$ cat src/token_pkg.sv
package token_pkg;

    // GLB port widths
    parameter int ADDR_W         = 32;
    parameter int DATA_W         = 32;
    parameter int WEIGHT_W       = 8;
    parameter int BYTES_PER_WORD = DATA_W / WEIGHT_W;

    // one pass walks these in order
    typedef enum logic [2:0] {
        IDLE,
        WEIGHT_LOAD,
        FIFO_RESET,
        IFMAP_FILL,
        OPSUM_DRAIN,
        DONE
    } phase_e;

    // which phase a GLB access belongs to
    typedef enum logic [1:0] {
        WEIGHT,
        IFMAP,
        OPSUM
    } req_kind_e;

    // per-pass configuration, bases are word addresses
    typedef struct packed {
        logic [ADDR_W-1:0] weight_base;
        logic [ADDR_W-1:0] ifmap_base;
        logic [ADDR_W-1:0] opsum_base;
        logic [7:0]        in_c;   // words per ifmap FIFO
        logic [7:0]        out_c;  // words per opsum FIFO
    } pass_cfg_t;

    // one GLB access, address already in bytes
    typedef struct packed {
        logic              valid;
        logic              write;
        logic [ADDR_W-1:0] addr;
        logic [7:0]        fifo_idx;
        req_kind_e         kind;
    } glb_req_t;

endpackage

$ cat src/glb_port.sv
`timescale 1ns/100ps

module glb_port import token_pkg::*; #(
    parameter int NUM_FIFO = 8
) (
    input  logic                clk,
    input  logic                rst_i,

    input  glb_req_t            req_i,
    input  logic [DATA_W-1:0]   glb_read_data_i,
    input  logic [DATA_W-1:0]   opsum_fifo_pop_data_matrix_i [NUM_FIFO-1:0],

    // GLB side
    output logic [ADDR_W-1:0]   glb_addr_o,
    output logic [3:0]          glb_web_o,
    output logic [DATA_W-1:0]   glb_write_data_o,

    // ifmap FIFO side
    output logic [NUM_FIFO-1:0] ifmap_fifo_push_matrix_o,
    output logic [DATA_W-1:0]   ifmap_fifo_push_data_o,

    // to the weight unpacker
    output logic                weight_word_valid_o,
    output logic [DATA_W-1:0]   weight_word_o
);

    localparam int IDX_W = (NUM_FIFO > 1) ? $clog2(NUM_FIFO) : 1;

    glb_req_t         req_q;       // what is on the port this cycle

    // tag of the read issued last cycle
    logic             rd_valid_q;
    req_kind_e        rd_kind_q;
    logic [IDX_W-1:0] rd_idx_q;

    logic             port_write;
    logic [IDX_W-1:0] wr_idx;

    always_ff @(posedge clk) begin
        if (rst_i) begin
            req_q <= '0;
        end else begin
            req_q <= req_i;
        end
    end

    assign port_write = req_q.valid && req_q.write;
    assign wr_idx     = req_q.fifo_idx[IDX_W-1:0];

    assign glb_addr_o       = req_q.addr;
    assign glb_web_o        = port_write ? 4'b1111 : 4'b0000;
    assign glb_write_data_o = opsum_fifo_pop_data_matrix_i[wr_idx];  // popped last cycle

    always_ff @(posedge clk) begin
        if (rst_i) begin
            rd_valid_q <= 1'b0;
        end else begin
            rd_valid_q <= req_q.valid && !req_q.write;
        end
    end

    always_ff @(posedge clk) begin
        rd_kind_q <= req_q.kind;
        rd_idx_q  <= req_q.fifo_idx[IDX_W-1:0];
    end

    // read data returns one cycle after the address, steer it by tag
    always_comb begin
        ifmap_fifo_push_matrix_o = '0;
        if (rd_valid_q && (rd_kind_q == IFMAP)) begin
            ifmap_fifo_push_matrix_o = NUM_FIFO'(1) << rd_idx_q;
        end
    end

    assign ifmap_fifo_push_data_o = glb_read_data_i;

    assign weight_word_valid_o = rd_valid_q && (rd_kind_q == WEIGHT);
    assign weight_word_o       = glb_read_data_i;

endmodule

$ cat src/glb_req_gen.sv
`timescale 1ns/100ps

module glb_req_gen import token_pkg::*; #(
    parameter int NUM_FIFO = 8,
    parameter int NUM_PE   = 8
) (
    input  logic                clk,
    input  logic                rst_i,

    input  phase_e              phase_i,
    input  pass_cfg_t           cfg_i,

    input  logic [NUM_FIFO-1:0] ifmap_fifo_full_matrix_i,
    input  logic [NUM_FIFO-1:0] opsum_fifo_empty_matrix_i,

    output glb_req_t            req_o,
    output logic [NUM_FIFO-1:0] opsum_fifo_pop_matrix_o,
    output logic                fill_done_o,
    output logic                drain_done_o
);

    localparam int IDX_W        = (NUM_FIFO > 1) ? $clog2(NUM_FIFO) : 1;
    localparam int PACE_W       = $clog2(BYTES_PER_WORD);
    localparam int WEIGHT_WORDS = NUM_PE / BYTES_PER_WORD;
    localparam int BYTE_SHIFT   = $clog2(BYTES_PER_WORD);

    logic [IDX_W-1:0]  idx_q;
    logic [7:0]        word_cnt_q;
    logic [PACE_W-1:0] pace_q;    // one weight read per unpacked word

    logic              weight_fire;
    logic              stream_fire;
    logic              last_word;
    logic              last_idx;
    logic [7:0]        word_limit;
    logic [ADDR_W-1:0] stream_base;
    logic [ADDR_W-1:0] stream_word_addr;
    logic [ADDR_W-1:0] weight_word_addr;

    assign weight_fire = (phase_i == WEIGHT_LOAD) && (pace_q == '0)
                         && (word_cnt_q < 8'(WEIGHT_WORDS));

    // stall while the current FIFO cannot take or give a word
    assign stream_fire = ((phase_i == IFMAP_FILL) && !ifmap_fifo_full_matrix_i[idx_q])
                         || ((phase_i == OPSUM_DRAIN) && !opsum_fifo_empty_matrix_i[idx_q]);

    assign word_limit  = (phase_i == OPSUM_DRAIN) ? cfg_i.out_c : cfg_i.in_c;
    assign stream_base = (phase_i == OPSUM_DRAIN) ? cfg_i.opsum_base : cfg_i.ifmap_base;
    assign last_word   = (word_cnt_q == word_limit - 8'd1);
    assign last_idx    = (idx_q == IDX_W'(NUM_FIFO - 1));

    // FIFO-major layout: base + idx * words + word
    assign stream_word_addr = stream_base + ADDR_W'(idx_q) * ADDR_W'(word_limit)
                              + ADDR_W'(word_cnt_q);
    assign weight_word_addr = cfg_i.weight_base + ADDR_W'(word_cnt_q);

    assign fill_done_o  = (phase_i == IFMAP_FILL) && stream_fire && last_word && last_idx;
    assign drain_done_o = (phase_i == OPSUM_DRAIN) && stream_fire && last_word && last_idx;

    always_comb begin
        req_o                   = '0;
        opsum_fifo_pop_matrix_o = '0;
        case (phase_i)
            WEIGHT_LOAD: begin
                req_o.valid = weight_fire;
                req_o.addr  = weight_word_addr << BYTE_SHIFT;
                req_o.kind  = WEIGHT;
            end
            IFMAP_FILL: begin
                req_o.valid    = stream_fire;
                req_o.addr     = stream_word_addr << BYTE_SHIFT;
                req_o.fifo_idx = 8'(idx_q);
                req_o.kind     = IFMAP;
            end
            OPSUM_DRAIN: begin
                req_o.valid    = stream_fire;
                req_o.write    = 1'b1;
                req_o.addr     = stream_word_addr << BYTE_SHIFT;
                req_o.fifo_idx = 8'(idx_q);
                req_o.kind     = OPSUM;
                opsum_fifo_pop_matrix_o[idx_q] = stream_fire;  // data comes next cycle
            end
            default: begin
                req_o.kind = WEIGHT;
            end
        endcase
    end

    always_ff @(posedge clk) begin
        if (rst_i) begin
            idx_q      <= '0;
            word_cnt_q <= '0;
            pace_q     <= '0;
        end else begin
            case (phase_i)
                WEIGHT_LOAD: begin
                    pace_q <= (pace_q == PACE_W'(BYTES_PER_WORD - 1)) ? '0 : pace_q + 1'b1;
                    if (weight_fire) begin
                        word_cnt_q <= word_cnt_q + 8'd1;
                    end
                end
                IFMAP_FILL, OPSUM_DRAIN: begin
                    if (stream_fire) begin
                        if (last_word) begin
                            word_cnt_q <= '0;
                            idx_q      <= last_idx ? '0 : idx_q + 1'b1;  // wraps on done
                        end else begin
                            word_cnt_q <= word_cnt_q + 8'd1;
                        end
                    end
                end
                default: begin
                    // idle, reset and done phases clear the walk
                    idx_q      <= '0;
                    word_cnt_q <= '0;
                    pace_q     <= '0;
                end
            endcase
        end
    end

endmodule

$ cat src/pass_sequencer.sv
`timescale 1ns/100ps

module pass_sequencer import token_pkg::*; (
    input  logic   clk,
    input  logic   rst_i,

    input  logic   pass_start_i,
    input  logic   weight_done_i,   // last weight byte out
    input  logic   fill_done_i,     // last ifmap read accepted
    input  logic   drain_done_i,    // last opsum pop accepted

    output phase_e phase_o,
    output logic   ifmap_fifo_reset_o,
    output logic   opsum_fifo_reset_o,
    output logic   pass_done_o
);

    phase_e phase_q;
    phase_e phase_d;

    always_comb begin
        phase_d = phase_q;
        case (phase_q)
            IDLE: begin
                if (pass_start_i) begin
                    phase_d = WEIGHT_LOAD;
                end
            end
            WEIGHT_LOAD: begin
                if (weight_done_i) begin
                    phase_d = FIFO_RESET;
                end
            end
            FIFO_RESET: begin
                phase_d = IFMAP_FILL;  // single cycle
            end
            IFMAP_FILL: begin
                if (fill_done_i) begin
                    phase_d = OPSUM_DRAIN;
                end
            end
            OPSUM_DRAIN: begin
                if (drain_done_i) begin
                    phase_d = DONE;
                end
            end
            DONE: begin
                phase_d = IDLE;
            end
            default: begin
                phase_d = IDLE;
            end
        endcase
    end

    always_ff @(posedge clk) begin
        if (rst_i) begin
            phase_q <= IDLE;
        end else begin
            phase_q <= phase_d;
        end
    end

    assign phase_o = phase_q;

    // both FIFO groups are flushed in the same cycle
    assign ifmap_fifo_reset_o = (phase_q == FIFO_RESET);
    assign opsum_fifo_reset_o = (phase_q == FIFO_RESET);

    // DONE is entered one cycle after the last pop, when its write is on the port
    assign pass_done_o = (phase_q == DONE);

endmodule

$ cat src/token_engine.sv
`timescale 1ns/100ps

module token_engine import token_pkg::*; #(
    parameter int NUM_FIFO = 8,
    parameter int NUM_PE   = 8
) (
    input  logic                clk,
    input  logic                rst_i,

    input  logic                pass_start_i,
    input  pass_cfg_t           cfg_i,

    input  logic [DATA_W-1:0]   glb_read_data_i,
    input  logic [DATA_W-1:0]   opsum_fifo_pop_data_matrix_i [NUM_FIFO-1:0],
    input  logic [NUM_FIFO-1:0] ifmap_fifo_full_matrix_i,
    input  logic [NUM_FIFO-1:0] opsum_fifo_empty_matrix_i,

    output logic [ADDR_W-1:0]   glb_addr_o,
    output logic [3:0]          glb_web_o,
    output logic [DATA_W-1:0]   glb_write_data_o,

    output logic [WEIGHT_W-1:0] weight_in_o,
    output logic [NUM_PE-1:0]   weight_load_en_o,

    output logic                ifmap_fifo_reset_o,
    output logic                opsum_fifo_reset_o,
    output logic [NUM_FIFO-1:0] ifmap_fifo_push_matrix_o,
    output logic [DATA_W-1:0]   ifmap_fifo_push_data_o,
    output logic [NUM_FIFO-1:0] opsum_fifo_pop_matrix_o,

    output logic                pass_done_o
);

    phase_e            phase;
    glb_req_t          req;
    logic              fill_done;
    logic              drain_done;
    logic              weight_done;
    logic              weight_word_valid;
    logic [DATA_W-1:0] weight_word;

    pass_sequencer u_pass_sequencer (
        .clk                (clk),
        .rst_i              (rst_i),
        .pass_start_i       (pass_start_i),
        .weight_done_i      (weight_done),
        .fill_done_i        (fill_done),
        .drain_done_i       (drain_done),
        .phase_o            (phase),
        .ifmap_fifo_reset_o (ifmap_fifo_reset_o),
        .opsum_fifo_reset_o (opsum_fifo_reset_o),
        .pass_done_o        (pass_done_o)
    );

    glb_req_gen #(
        .NUM_FIFO (NUM_FIFO),
        .NUM_PE   (NUM_PE)
    ) u_glb_req_gen (
        .clk                       (clk),
        .rst_i                     (rst_i),
        .phase_i                   (phase),
        .cfg_i                     (cfg_i),
        .ifmap_fifo_full_matrix_i  (ifmap_fifo_full_matrix_i),
        .opsum_fifo_empty_matrix_i (opsum_fifo_empty_matrix_i),
        .req_o                     (req),
        .opsum_fifo_pop_matrix_o   (opsum_fifo_pop_matrix_o),
        .fill_done_o               (fill_done),
        .drain_done_o              (drain_done)
    );

    glb_port #(
        .NUM_FIFO (NUM_FIFO)
    ) u_glb_port (
        .clk                          (clk),
        .rst_i                        (rst_i),
        .req_i                        (req),
        .glb_read_data_i              (glb_read_data_i),
        .opsum_fifo_pop_data_matrix_i (opsum_fifo_pop_data_matrix_i),
        .glb_addr_o                   (glb_addr_o),
        .glb_web_o                    (glb_web_o),
        .glb_write_data_o             (glb_write_data_o),
        .ifmap_fifo_push_matrix_o     (ifmap_fifo_push_matrix_o),
        .ifmap_fifo_push_data_o       (ifmap_fifo_push_data_o),
        .weight_word_valid_o          (weight_word_valid),
        .weight_word_o                (weight_word)
    );

    weight_unpacker #(
        .NUM_PE (NUM_PE)
    ) u_weight_unpacker (
        .clk                 (clk),
        .rst_i               (rst_i),
        .weight_word_valid_i (weight_word_valid),
        .weight_word_i       (weight_word),
        .weight_in_o         (weight_in_o),
        .weight_load_en_o    (weight_load_en_o),
        .weight_done_o       (weight_done)
    );

endmodule

$ cat src/weight_unpacker.sv
`timescale 1ns/100ps

module weight_unpacker import token_pkg::*; #(
    parameter int NUM_PE = 8
) (
    input  logic                clk,
    input  logic                rst_i,

    input  logic                weight_word_valid_i,
    input  logic [DATA_W-1:0]   weight_word_i,

    output logic [WEIGHT_W-1:0] weight_in_o,
    output logic [NUM_PE-1:0]   weight_load_en_o,
    output logic                weight_done_o
);

    localparam int PE_W   = (NUM_PE > 1) ? $clog2(NUM_PE) : 1;
    localparam int BYTE_W = $clog2(BYTES_PER_WORD);

    logic [DATA_W-1:0] shift_q;   // lsb byte goes out first
    logic              busy_q;
    logic [BYTE_W-1:0] byte_cnt_q;
    logic [PE_W-1:0]   pe_cnt_q;
    logic              last_pe;

    assign last_pe = (pe_cnt_q == PE_W'(NUM_PE - 1));

    always_ff @(posedge clk) begin
        if (rst_i) begin
            busy_q     <= 1'b0;
            byte_cnt_q <= '0;
            pe_cnt_q   <= '0;
        end else begin
            if (busy_q) begin
                pe_cnt_q <= last_pe ? '0 : pe_cnt_q + 1'b1;
            end
            // a new word may land on the cycle of the previous word's last byte
            if (weight_word_valid_i) begin
                busy_q     <= 1'b1;
                byte_cnt_q <= '0;
            end else if (busy_q) begin
                byte_cnt_q <= byte_cnt_q + 1'b1;
                if (byte_cnt_q == BYTE_W'(BYTES_PER_WORD - 1)) begin
                    busy_q <= 1'b0;
                end
            end
        end
    end

    always_ff @(posedge clk) begin
        if (weight_word_valid_i) begin
            shift_q <= weight_word_i;
        end else if (busy_q) begin
            shift_q <= shift_q >> WEIGHT_W;
        end
    end

    assign weight_in_o      = shift_q[WEIGHT_W-1:0];
    assign weight_load_en_o = busy_q ? (NUM_PE'(1) << pe_cnt_q) : '0;
    assign weight_done_o    = busy_q && last_pe;  // with the last byte

endmodule

$ cat config.mk
export PLATFORM = sky130hd
export DESIGN_NAME = token_engine
export DESIGN_NICKNAME = d
export VERILOG_FILES = /design/src/token_pkg.sv /design/src/glb_port.sv /design/src/glb_req_gen.sv /design/src/pass_sequencer.sv /design/src/token_engine.sv /design/src/weight_unpacker.sv
export SDC_FILE = /design/constraint.sdc
export NUM_CORES = 1
export LEC_CHECK = 0
export ABC_AREA = 1
export BUFFER_PORTS_ARGS = -buffer_cell sky130_fd_sc_hd__buf_4
export CELL_PAD_IN_SITES_DETAIL_PLACEMENT = 0
export CELL_PAD_IN_SITES_GLOBAL_PLACEMENT = 2
export CORE_AREA = 2 2 220 222
export CTS_CLUSTER_DIAMETER = 150
export DETAILED_ROUTE_END_ITERATION = 8
export DIE_AREA = 0 0 222 224
export PLACE_DENSITY = 0.87
export SYNTH_ARGS = -nofsm -noshare
export SYNTH_HDL_FRONTEND = slang
export SYNTH_SLANG_ARGS = --single-unit
$ cat constraint.sdc
create_clock -name clk -period 5.9 [get_ports clk]
set_input_delay 0 -clock clk [delete_from_list [all_inputs] [get_ports clk]]
set_output_delay 0 -clock clk [all_outputs]
set_load 0.01 [all_outputs]
==> parameters.txt <==
Parameter                              Value

Die
  Area of the core    47300 µm²
  Initial core utilization    0.218
  X dimension of the die    222 µm
  Y dimension of the die    224 µm
  Die ar.    49700 µm²
  # IOs    554
  Number of cell rows    80

Critical path
  Worst Setup Path Type    flop to flop
  R2r setup slk    770 ps
  Largest stage delay, worst path    550 ps
  Kind of end point of the critical path    flop
  Worst path cell trace    nor2_4 > nand2_4 > nand2_1 > nand2_1 > nor2_1 > fa_1 > fa_1 > inv_1 > fa_1 > inv_1 > ha_1 > nand2_1 > nor3_1 > nand2_1 > nand2_1 > a21oi_1 > o21ai_1 > nand2_1 > or2_0 > nand3_1 > a21oi_1
  Kind of launch point of the worst setup path    flop
  Worst path most repeated cell    sky130_fd_sc_hd__nand2_1
  Slowest-stage cell, CP    sky130_fd_sc_hd__fa_1
  Crit path buffers/inverters    2
  Req. time, crit path    6130 ps
  CP max FO    31
  Largest delay share family, worst path    simple AND/OR/NAND/NOR gates
  Data arrival at the endpoint of the critical path    5360 ps

Yosys
  Cell area after technology mapping    10300 µm²
  Post-Syn Instances    1684
  Dominant combinational cell family by area after synthesis    simple AND/OR/NAND/NOR gates
  Synth Flop Type    sky130_fd_sc_hd__dfxtp_1
  Share of the synthesized area in the top cell type    0.127
  Largest area contributor in the synthesized netlist    sky130_fd_sc_hd__nor2_1
  Synth area leaders    sky130_fd_sc_hd__nor2_1, sky130_fd_sc_hd__dfxtp_1, sky130_fd_sc_hd__nand2_1
  Synth Area in Compound Gates    0.183
  Proportion of synthesized area in mux cells    0.00485
  Part of the Yosys area used for sequential elements    0.218
  Register bit count reported by yosys    96
  Share of the synthesized netlist area taken by xor and xnor gates    0.0149
  Share of synthesized cell area in full adder, half adder and majority cells    0.0932
  Number of warnings reported in the yosys synthesis log    0
  Fraction of registers with async set or reset after synthesis    0
  Share of synthesized cell area in and, or, nand and nor gates    0.329
  Per-instance average area after synthesis    6.12 µm²
  Number of enable flip-flop cells after synthesis    32
  Number of distinct library cells after synthesis    48

Timing
  Minimum clock period after layout    5130 ps
  RSZ-0062 raised after global routing    false
  Final count of negative-setup-slack endpoints    0
  Summed negative setup slack over all endpoints    0 ps
  Worst-case clock skew    11.2 ps
  Fmax    0.195 GHz
  Final period util    0.870
  Measured slew at the worst slew-check pin    828 ps
  Worst relative slew slack    0.448
  Number of pins with negative max-slew slack in the final report    0
  Count of endpoints failing hold in the final timing report    0

Detailed routing
  Overall routed net length    52000 µm
  DR iter-0 viols    685
  Total iterations of the first detailed-routing run    5
  Count of vias placed by the detailed router    12600
  Routed wire per std cell    18.8 µm
  Routed via count divided by cell count    4.57
  Remaining antenna violation count    0
  DRC viols    0

Clock network
  Setup repair bufs after CTS    0
  Number of buffers created by CTS    9
  Reg clk slew, reported paths    80 ps
  Clock tree from TritonCTS    built
  Max Buffers Root-to-Sink    2
  Number of H-tree levels    3
  Total clock sinks    96
  Clock insertion delay at the later pin of the skew report    360 ps
  Clock Tree Root    sky130_fd_sc_hd__clkbuf_16

Layout
  Sequential Area    2250 µm²
  Layout Nets    2622
  Area grow syn2layout    46.3%
  Fraction of layout cells with a size suffix above 1    0.295
  Commonest cells after routing, fill and taps aside    sky130_fd_sc_hd__buf_4, sky130_fd_sc_hd__nor2_1, sky130_fd_sc_hd__nand2_1
  Filler cells    5256
  Footprint of the multi-input gates    6460 µm²
  Post-Route Utilization    0.319
  Final Cell Area    15100 µm²
  Number of cells in the finished layout apart from fillers    2765
  Most common library cell in the layout ignoring fill and taps    sky130_fd_sc_hd__buf_4

Pwr
  Static power due to leakage    7.44 nW
  Largest voltage drop on the vdd net    0.000136 V
  Power per Cell Area    246 nW/µm²

Global routing
  Maximum number of pins on one net before global-route repair    92
  Antenna violations before repair    6
  Global-route wire length before repair    76500 µm
  Vias in the first global route    12500
  Total GRT Usage    0.201
  Global route overflow    0

Status
  Status    complete, no violations

Place
  Dpl hpwl    42900 µm
  Gpl congestion    0.891
  Post-Place Cells    2705
  I/O Buffers    545
  Post-DP Area    14400 µm²

Flow run
  Count of max-cap constraint violations    0

Worst hold path
  HP Class    input pin to flop
[cell usage after synthesis, types with 23 or more instances]
library cell               number
sky130_fd_sc_hd__nor2_1       350
sky130_fd_sc_hd__o21ai_0      185
sky130_fd_sc_hd__edfxtp_1      32
sky130_fd_sc_hd__a21oi_1       60
sky130_fd_sc_hd__nand2_1      316
sky130_fd_sc_hd__nand3_1       60
sky130_fd_sc_hd__buf_4         77
sky130_fd_sc_hd__clkbuf_1      59
sky130_fd_sc_hd__fa_1          23
sky130_fd_sc_hd__dfxtp_1       64
sky130_fd_sc_hd__inv_1        175
sky130_fd_sc_hd__a31oi_1       36
sky130_fd_sc_hd__o22ai_1       35
sky130_fd_sc_hd__ha_1          40
[through the flow]
stage                     worst slack (ps)  power [mW]  hold WS, ps
after floorplan                       1640        2.35         91.8
after global placement                 879        3.08          191
after detailed placement               796        3.09          191
after CTS                              779        3.75         4.76
after global routing                   294        4.04         20.3
final                                  768        3.72         15.6
[cell families (layout without fill, tap and decap cells)]
family / Yosys count / count (layout)
AOI/OAI and AO/OA: 346 / 346
adders and majority gates: 63 / 63
muxes: 5 / 5
buffers and inverters: 340 / 800
xor gates and xnor gates: 16 / 16
other: 1 / 7
and+or+nand+nor: 817 / 817
DFF: 96 / 96
[worst min-delay path, cell delays in order]
cell                      delay, ps
sky130_fd_sc_hd__buf_4          110
sky130_fd_sc_hd__nand2_1         50
sky130_fd_sc_hd__nand3_1         90
sky130_fd_sc_hd__a21oi_1         70
[timing repair]
action                                 CTS  global route
endpoints found under the hold margin   39             0
resized for setup                        0             0
hold buffers                            39             0
[per-layer routing]
| metal | up-vias | global-route usage | share of wire |
|---|---|---|---|
| met5 | - | 0 | 0 |
| met4 | 0 | 0.0473 | 0.019 |
| met3 | 44 | 0.0384 | 0.058 |
| met2 | 435 | 0.384 | 0.53 |
| met1 | 5877 | 0.228 | 0.40 |
| li1 | 6287 | - | - |
[worst paths after layout]
check	start	to	cells past startpoint
min	cfg_i[102]	u_glb_port.glb_addr_o[24]	4
min reg2reg	u_glb_port.req_q[0]	u_glb_port.rd_kind_q[0]	0
max reg2reg	u_pass_sequencer.phase_o[1]	u_glb_port.glb_addr_o[23]	21
max	u_pass_sequencer.phase_o[1]	u_glb_port.glb_addr_o[23]	21
[sequential cells by signal (all words and copies together), names as in the netlist]
signal / count
u_glb_port.glb_addr_o: 30
u_weight_unpacker.shift_q: 32
u_glb_req_gen.pace_q: 2
u_weight_unpacker.pe_cnt_q: 3
u_glb_req_gen.word_cnt_q: 8
u_weight_unpacker.busy_q: 1
u_glb_port.rd_valid_q: 1
u_glb_port.rd_kind_q: 2
u_glb_port.req_q: 6
u_glb_port.rd_idx_q: 3
u_weight_unpacker.byte_cnt_q: 2
u_pass_sequencer.phase_o: 3
u_glb_req_gen.idx_q: 3
[area by class of cell]
cell class / instances / area share
timing repair buffer: 600 / 0.305
sequential: 96 / 0.149
inverter: 184 / 0.0459
clock buffer: 9 / 0.0149
antenna: 5 / 0.000830
clock inverter: 7 / 0.00506
tap: 615 / 0.0510
multi-input combinational: 1249 / 0.428
[power by group]
group / internal, mW / switching, mW / total, mW
registers: 0.843 / 0.0932 / 0.936
logic: 0.838 / 1.32 / 2.16
clock network: 0.303 / 0.317 / 0.620
No activity file was read; power rests on OpenSTA's default activity.
